`src/include/rv_macros.svh`:
```
`ifndef RV_MACROS_SVH
`define RV_MACROS_SVH

// ========================================
// Core widths
// ========================================

`define RV_XLEN 32
`define RV_REG_AW 5

// Program counter value held by an empty stage register.
`define RV_RESET_PC 32'h0000_0000

`endif

```
`src/hw/rv_pkg.sv`:
```
`default_nettype none

`include "rv_macros.svh"

package rv_pkg;

    typedef logic [`RV_XLEN-1:0] word_t;
    typedef logic [`RV_REG_AW-1:0] reg_addr_t;

    // Decoded operations.
    typedef enum logic [5:0] {
        OP_ADD, OP_SUB, OP_AND, OP_OR, OP_XOR,
        OP_SLL, OP_SRL, OP_SRA, OP_SLT, OP_SLTU,
        OP_ADDI, OP_ANDI, OP_ORI, OP_XORI,
        OP_SLLI, OP_SRLI, OP_SRAI, OP_SLTI, OP_SLTIU,
        OP_LUI, OP_AUIPC, OP_JAL, OP_JALR,
        OP_BEQ, OP_BNE, OP_BLT, OP_BGE, OP_BLTU, OP_BGEU,
        OP_LW, OP_SW
    } op_t;

    // ========================================
    // Instruction word views
    // ========================================

    typedef struct packed {
        logic [6:0] funct7;
        reg_addr_t  rs2;
        reg_addr_t  rs1;
        logic [2:0] funct3;
        reg_addr_t  rd;
        logic [6:0] opcode;
    } r_fields_t;

    // Branch offset bits as scattered by the B-type encoding.
    typedef struct packed {
        logic       imm12;
        logic [5:0] imm10_5;
        reg_addr_t  rs2;
        reg_addr_t  rs1;
        logic [2:0] funct3;
        logic [3:0] imm4_1;
        logic       imm11;
        logic [6:0] opcode;
    } b_fields_t;

    typedef union packed {
        logic [31:0] raw;
        r_fields_t   r_fields;
        b_fields_t   b_fields;
    } inst_u;

    // ========================================
    // Pipeline structs
    // ========================================

    typedef struct packed {
        logic      valid;
        inst_u     inst;
        word_t     inst_pc;
        op_t       op;
        word_t     immed;
        reg_addr_t reg1_addr;
        word_t     reg1_value;
        reg_addr_t reg2_addr;
        word_t     reg2_value;
        word_t     inst_counter;
    } id_ex_t;

    typedef struct packed {
        logic      write_enable;
        reg_addr_t dest_addr;
        word_t     write_data;
    } reg_writer_t;

    typedef struct packed {
        logic  jump_inst;
        logic  do_jump;
        word_t dest_addr;
    } jump_t;

    typedef struct packed {
        logic  valid;
        inst_u inst;
        word_t inst_pc;
        op_t   op;
        word_t alu_result;
        word_t write_mem_data;
        jump_t jump;
        word_t inst_counter;
    } ex_mem_t;

endpackage

`default_nettype wire

```
`src/hw/operand_forward.sv`:
```
`default_nettype none

module operand_forward (
    input  rv_pkg::id_ex_t      id_ex,
    input  rv_pkg::reg_writer_t forward1,
    input  rv_pkg::reg_writer_t forward2,
    output rv_pkg::word_t       reg1,
    output rv_pkg::word_t       reg2
);
    import rv_pkg::*;

    // Nearer stage first, then the older one, then the register file value.
    function automatic word_t pick(
        input reg_addr_t   addr,
        input word_t       value,
        input reg_writer_t near,
        input reg_writer_t far
    );
        word_t sel;
        if (near.write_enable && near.dest_addr != '0 && near.dest_addr == addr) begin
            sel = near.write_data;
        end else if (far.write_enable && far.dest_addr != '0 && far.dest_addr == addr) begin
            sel = far.write_data;
        end else begin
            sel = value;
        end
        return sel;
    endfunction

    always_comb begin
        reg1 = pick(id_ex.reg1_addr, id_ex.reg1_value, forward1, forward2);
        reg2 = pick(id_ex.reg2_addr, id_ex.reg2_value, forward1, forward2);
    end

endmodule

`default_nettype wire

```
`src/hw/alu.sv`:
```
`default_nettype none

module alu (
    input  rv_pkg::op_t   op,
    input  rv_pkg::word_t reg1,
    input  rv_pkg::word_t reg2,
    input  rv_pkg::word_t immed,
    input  rv_pkg::word_t pc,
    output rv_pkg::word_t result,
    output logic          writes_reg
);
    import rv_pkg::*;

    word_t      opb;
    logic [4:0] shamt;
    logic       use_imm;

    // ========================================
    // Operand selection
    // ========================================

    always_comb begin
        case (op)
            OP_ADDI, OP_ANDI, OP_ORI, OP_XORI,
            OP_SLLI, OP_SRLI, OP_SRAI, OP_SLTI, OP_SLTIU,
            OP_LW, OP_SW: use_imm = 1'b1;
            default:      use_imm = 1'b0;
        endcase
        opb   = use_imm ? immed : reg2;
        shamt = opb[4:0];
    end

    // ========================================
    // Result
    // ========================================

    always_comb begin
        case (op)
            OP_ADD, OP_ADDI:   result = reg1 + opb;
            OP_SUB:            result = reg1 - opb;
            OP_AND, OP_ANDI:   result = reg1 & opb;
            OP_OR, OP_ORI:     result = reg1 | opb;
            OP_XOR, OP_XORI:   result = reg1 ^ opb;
            OP_SLL, OP_SLLI:   result = reg1 << shamt;
            OP_SRL, OP_SRLI:   result = reg1 >> shamt;
            OP_SRA, OP_SRAI:   result = word_t'($signed(reg1) >>> shamt);
            OP_SLT, OP_SLTI:   result = word_t'($signed(reg1) < $signed(opb));
            OP_SLTU, OP_SLTIU: result = word_t'(reg1 < opb);
            OP_LUI:            result = immed;
            OP_AUIPC:          result = pc + immed;
            // Link value.
            OP_JAL, OP_JALR:   result = pc + word_t'(4);
            // Effective address.
            OP_LW, OP_SW:      result = reg1 + opb;
            default:           result = '0;
        endcase
    end

    always_comb begin
        case (op)
            OP_BEQ, OP_BNE, OP_BLT, OP_BGE, OP_BLTU, OP_BGEU,
            OP_SW:   writes_reg = 1'b0;
            default: writes_reg = 1'b1;
        endcase
    end

endmodule

`default_nettype wire

```
`src/hw/branch_unit.sv`:
```
`default_nettype none

`include "rv_macros.svh"

module branch_unit (
    input  rv_pkg::op_t   op,
    input  rv_pkg::inst_u inst,
    input  rv_pkg::word_t reg1,
    input  rv_pkg::word_t reg2,
    input  rv_pkg::word_t immed,
    input  rv_pkg::word_t pc,
    output rv_pkg::jump_t jump
);
    import rv_pkg::*;

    word_t br_offset;
    word_t jalr_sum;
    logic  eq;
    logic  lt_s;
    logic  lt_u;

    // Offset rebuilt from the B-type bit positions.
    always_comb begin
        br_offset = {{(`RV_XLEN-12){inst.b_fields.imm12}},
                     inst.b_fields.imm11,
                     inst.b_fields.imm10_5,
                     inst.b_fields.imm4_1,
                     1'b0};
        jalr_sum  = reg1 + immed;
        eq        = reg1 == reg2;
        lt_s      = $signed(reg1) < $signed(reg2);
        lt_u      = reg1 < reg2;
    end

    always_comb begin
        jump.jump_inst = 1'b1;
        jump.do_jump   = 1'b0;
        jump.dest_addr = pc + br_offset;
        case (op)
            OP_BEQ:  jump.do_jump = eq;
            OP_BNE:  jump.do_jump = !eq;
            OP_BLT:  jump.do_jump = lt_s;
            OP_BGE:  jump.do_jump = !lt_s;
            OP_BLTU: jump.do_jump = lt_u;
            OP_BGEU: jump.do_jump = !lt_u;
            OP_JAL: begin
                jump.do_jump   = 1'b1;
                jump.dest_addr = pc + immed;
            end
            OP_JALR: begin
                jump.do_jump   = 1'b1;
                jump.dest_addr = {jalr_sum[`RV_XLEN-1:1], 1'b0};
            end
            default: jump.jump_inst = 1'b0;
        endcase
    end

endmodule

`default_nettype wire

```
`src/hw/ex_mem_reg.sv`:
```
`default_nettype none

`include "rv_macros.svh"

module ex_mem_reg (
    input  logic            clk,
    input  logic            rst_n,
    input  logic            stall,
    input  rv_pkg::id_ex_t  id_ex,
    input  rv_pkg::word_t   result,
    input  rv_pkg::word_t   store_data,
    input  rv_pkg::jump_t   jump,
    output rv_pkg::ex_mem_t ex_mem
);
    import rv_pkg::*;

    ex_mem_t next;

    always_comb begin
        next.valid          = id_ex.valid;
        next.inst           = id_ex.inst;
        next.inst_pc        = id_ex.inst_pc;
        next.op             = id_ex.op;
        next.alu_result     = result;
        next.write_mem_data = store_data;
        next.jump           = jump;
        // A bubble never redirects fetch.
        next.jump.do_jump   = jump.do_jump & id_ex.valid;
        next.inst_counter   = id_ex.inst_counter;
    end

    // ========================================
    // Stage register
    // ========================================

    always_ff @(posedge clk) begin
        if (!rst_n) begin
            ex_mem.valid          <= 1'b0;
            ex_mem.inst_pc        <= `RV_RESET_PC;
            ex_mem.jump.jump_inst <= 1'b0;
            ex_mem.jump.do_jump   <= 1'b0;
        end else if (!stall) begin
            ex_mem <= next;
        end
    end

endmodule

`default_nettype wire

```
`src/hw/execute_stage.sv`:
```
`default_nettype none

module execute_stage (
    input  logic                clk,
    input  logic                rst_n,
    input  logic                stall,
    input  rv_pkg::id_ex_t      id_ex,
    input  rv_pkg::reg_writer_t forward1,
    input  rv_pkg::reg_writer_t forward2,
    output rv_pkg::reg_writer_t forward,
    output rv_pkg::ex_mem_t     ex_mem
);
    import rv_pkg::*;

    word_t reg1;
    word_t reg2;
    word_t alu_result;
    logic  writes_reg;
    jump_t jump;

    operand_forward u_fwd (
        .id_ex    (id_ex),
        .forward1 (forward1),
        .forward2 (forward2),
        .reg1     (reg1),
        .reg2     (reg2)
    );

    alu u_alu (
        .op         (id_ex.op),
        .reg1       (reg1),
        .reg2       (reg2),
        .immed      (id_ex.immed),
        .pc         (id_ex.inst_pc),
        .result     (alu_result),
        .writes_reg (writes_reg)
    );

    branch_unit u_branch (
        .op    (id_ex.op),
        .inst  (id_ex.inst),
        .reg1  (reg1),
        .reg2  (reg2),
        .immed (id_ex.immed),
        .pc    (id_ex.inst_pc),
        .jump  (jump)
    );

    // Store data is the forwarded rs2.
    ex_mem_reg u_ex_mem (
        .clk        (clk),
        .rst_n      (rst_n),
        .stall      (stall),
        .id_ex      (id_ex),
        .result     (alu_result),
        .store_data (reg2),
        .jump       (jump),
        .ex_mem     (ex_mem)
    );

    // Unregistered bypass of this stage's result; x0 is never announced.
    always_comb begin
        forward.dest_addr    = id_ex.inst.r_fields.rd;
        forward.write_data   = alu_result;
        forward.write_enable = id_ex.valid & writes_reg & (id_ex.inst.r_fields.rd != '0);
    end

endmodule

`default_nettype wire

```
`config.mk`:
```
export PLATFORM = sky130hd
export DESIGN_NAME = execute_stage
export DESIGN_NICKNAME = d
export VERILOG_FILES = /design/src/hw/rv_pkg.sv /design/src/hw/operand_forward.sv /design/src/hw/alu.sv /design/src/hw/branch_unit.sv /design/src/hw/ex_mem_reg.sv /design/src/hw/execute_stage.sv
export VERILOG_INCLUDE_DIRS = /design/src /design/src/include
export SDC_FILE = /design/constraint.sdc
export NUM_CORES = 1
export LEC_CHECK = 0
export BUFFER_PORTS_ARGS = -buffer_cell sky130_fd_sc_hd__clkbuf_2
export CORE_MARGIN = 4
export CORE_UTILIZATION = 45
export CTS_CLUSTER_SIZE = 28
export DETAILED_ROUTE_END_ITERATION = 10
export GPL_TIMING_DRIVEN = 0
export HOLD_SLACK_MARGIN = 0.06
export PLACE_DENSITY = 0.69
export SLEW_MARGIN = 5
export SYNTH_ARGS = -nofsm -noshare
export SYNTH_HDL_FRONTEND = slang
export SYNTH_SLANG_ARGS = --single-unit
```
`constraint.sdc`:
```
create_clock -name clk -period 27.2 [get_ports clk]
set_input_delay 5.44 -clock clk [delete_from_list [all_inputs] [get_ports clk]]
set_output_delay 5.44 -clock clk [all_outputs]
set_load 0.005 [all_outputs]
```
==> results.md <==
- DIE AREA: 57700 um^2
- Post-CTS Setup Repair Bufs: 0
- Cell Area, Synth: 24300 um^2
- Core Footprint: 53000 um^2
- Final period util: 0.712
- Skew-Pair Late Insertion Delay: around 580 ps
- Status: finished, violations left
- Final ANT Viol Nets: 0
- Pleak: ~0.012 uW
- P&R area growth vs syn: 18.6%
- Syn_area_per_cell: 7.89 um^2
- CTS tree: built
- Final Setup Violations: 0
- Placement Rows: 84
- CP Data Required Time: 21760 ps
- F_max: 0.0517 GHz
- H-tree Lvls: 1
- Crit-path max FO: 11
- Worst clock skew: 0 ps
- Share of layout cells above drive strength 1: 0.196
- Port Buffer Count: about 520
- Residual DRC: 0
- Total Neg Setup Slack: 0 ps
- Initial antenna violation count: 7
- Max-slew violation count: 3
- Hold WS: 524 ps
- Gpl congestion: 1.15
- GRT Resource Usage Total: 0.439
- Synth cell types: between 90 and 100
- Die Y: approximately 240 um
- Vias per inst: around 6.8
- Synth area leader: edfxtp_1
- Post-synthesis cell count: 3075
- Vias in the first global route: 27000
- Vias: 29500
- Final core occ: 0.544
- Post-synth EDFFs: 166
- Largest net degree at the start of global routing: 35
- Initial Util: 0.458
- Post-synthesis register bit count: 201
- Seq/Total Area, Yosys: 0.234
- Die outline width: about 240 um
- Initial detailed-routing violation count: approximately 4700
- Drt wl/cell: 30.9 um
- Largest register FFs: ~200
- Synth top area cells: edfxtp_1 (21%), ha_1 (12%), a21oi_1 (4.7%)
- HPWL after DPL: 110000 um
- Grt ovf: 0
- Cts-stage hold buffer count: 0
- Root Buffer: clkbuf_16
- Crit path launch type: input port
- Commonest non-fill, non-tap cell in the layout: clkbuf_2
- Syn_nets: 3594
- Primary FF master, synth: edfxtp_1
- Async set-reset flop share out of synthesis: 0
- Global-route wire length before repair: 187000 um
- Slew Limit Headroom: -0.0208
- Total iterations of the first detailed-routing run: 7
- Share of the synthesized area in the top cell type: 0.205
- Io pins: 527
- Worst setup EP type: output pin
- CP arrival: 13920 ps
- CTS sink cnt: 201
- Most frequent cells in the layout: clkbuf_2 (523), nand2_1 (228), o21ai_0 (227), nor2_1 (227), a21oi_1 (227)
- Slew @ Worst Pin: between 1500 and 2000 ps
- Clk slew on worst S/H paths: 60 ps
- Min Tclk post-route: 19360 ps
- Power Density: 49.0 nW/um^2
- Yosys warnings: 0
- Critical path class: input port to output pin
- Failing checks: max-capacitance violations, max-slew violations
- Worst VDD drop: 0.0515 mV
- RSZ-0062 raised after global routing: no
- Worst Hold Class: flip-flop to flip-flop
- Longest Clk Path Bufs: 3
- Cts bufs inserted: 23
- Routed WL: 134000 um
- Final Net Count: 4153
- Fin. Hold Viols: 0
- # resized after CTS: 0
- Max Cap Violations: 1
==> layer usage <==
| metal | GRT usage | part of all wire |
|---|---|---|
| met1 | 0.587 | 0.39 |
| met2 | 0.626 | 0.40 |
| met3 | 0.147 | 0.14 |
| met4 | 0.234 | 0.070 |
| met5 | 0 | 0.00019 |
==> power by group <==
group / internal (uW) / switching [uW] / total [uW]
Clock: 187 / 134 / 320
Sequential: 364 / 7.79 / 372
Combinational: 236 / 482 / 718
Total: 788 / 623 / 1410
==> Yosys cell counts (all sizes together), types with 51 or more instances <==
cell / n
xnor2: 80
xor2: 59
edfxtp: 166
nand3: 175
buf: 93
clkbuf: 126
o21ai: 261
a21o: 95
nor2b: 62
mux2i: 93
nor2: 228
nand2: 230
ha: 226
inv: 146
a21oi: 227
nor3: 97
a31oi: 51
==> cell families after synthesis <==
family                   after synthesis  synth area share
AO/OA/AOI/OAI                       1067             0.293
AND/OR/NAND/NOR                      965             0.192
buffers and inverters                366            0.0652
adder cells (fa/ha/maj)              231             0.121
flip-flops                           201             0.234
XOR/XNOR                             139            0.0502
multiplexers                         106            0.0445
==> stage by stage <==
stage	cells	cell area, um^2	setup slack [ps]	power [uW]
2_1_floorplan	3075	24300	11210	783
3_3_place_gp	4286	27700	7020	1060
3_5_place_dp	4296	28000	8190	1050
4_1_cts	4338	28700	8160	1380
5_1_grt	4339	28800	7830	1460
6_report	4343	28800	7840	1410
==> critical path, cell delays in order <==
cell and delay, ps:
clkbuf_2 110, or4_4 580, o211ai_4 300, or2_1 150, buf_4 130, a31oi_1 370
mux2i_2 660, buf_4 310, clkbuf_1 630, buf_1 800, ha_1 260, clkbuf_1 340
o311ai_0 310, a2111oi_0 800, o41ai_1 200, o21ba_2 290, o41ai_1 750, o41ai_1 220
o31ai_1 280, xor2_1 180, nor2_1 70, or3_1 400, buf_4 170, clkbuf_2 110
==> final cells by class <==
class                   count  area [um^2]
clock buffers              33          653
clock inverters             9          115
diodes                      4         10.0
flip-flops and latches    201         5690
repair buffers            534         2780
fillers                  5155        24200
plain buffers             219         1030
inverters                 147          553
multi-input cells        2508        17100
well taps                 688          861
==> worst paths after layout <==
kind,start,end,slack [ps],cells past startpoint
max,forward1[33],forward[31],7840,24
min,u_ex_mem.ex_mem[155],u_ex_mem.ex_mem[155],520,2
max reg2reg,u_ex_mem.ex_mem[65],u_ex_mem.ex_mem[65],26470,3
min reg2reg,u_ex_mem.ex_mem[155],u_ex_mem.ex_mem[155],520,2
Note: power is estimated with default switching activity, not from simulation.
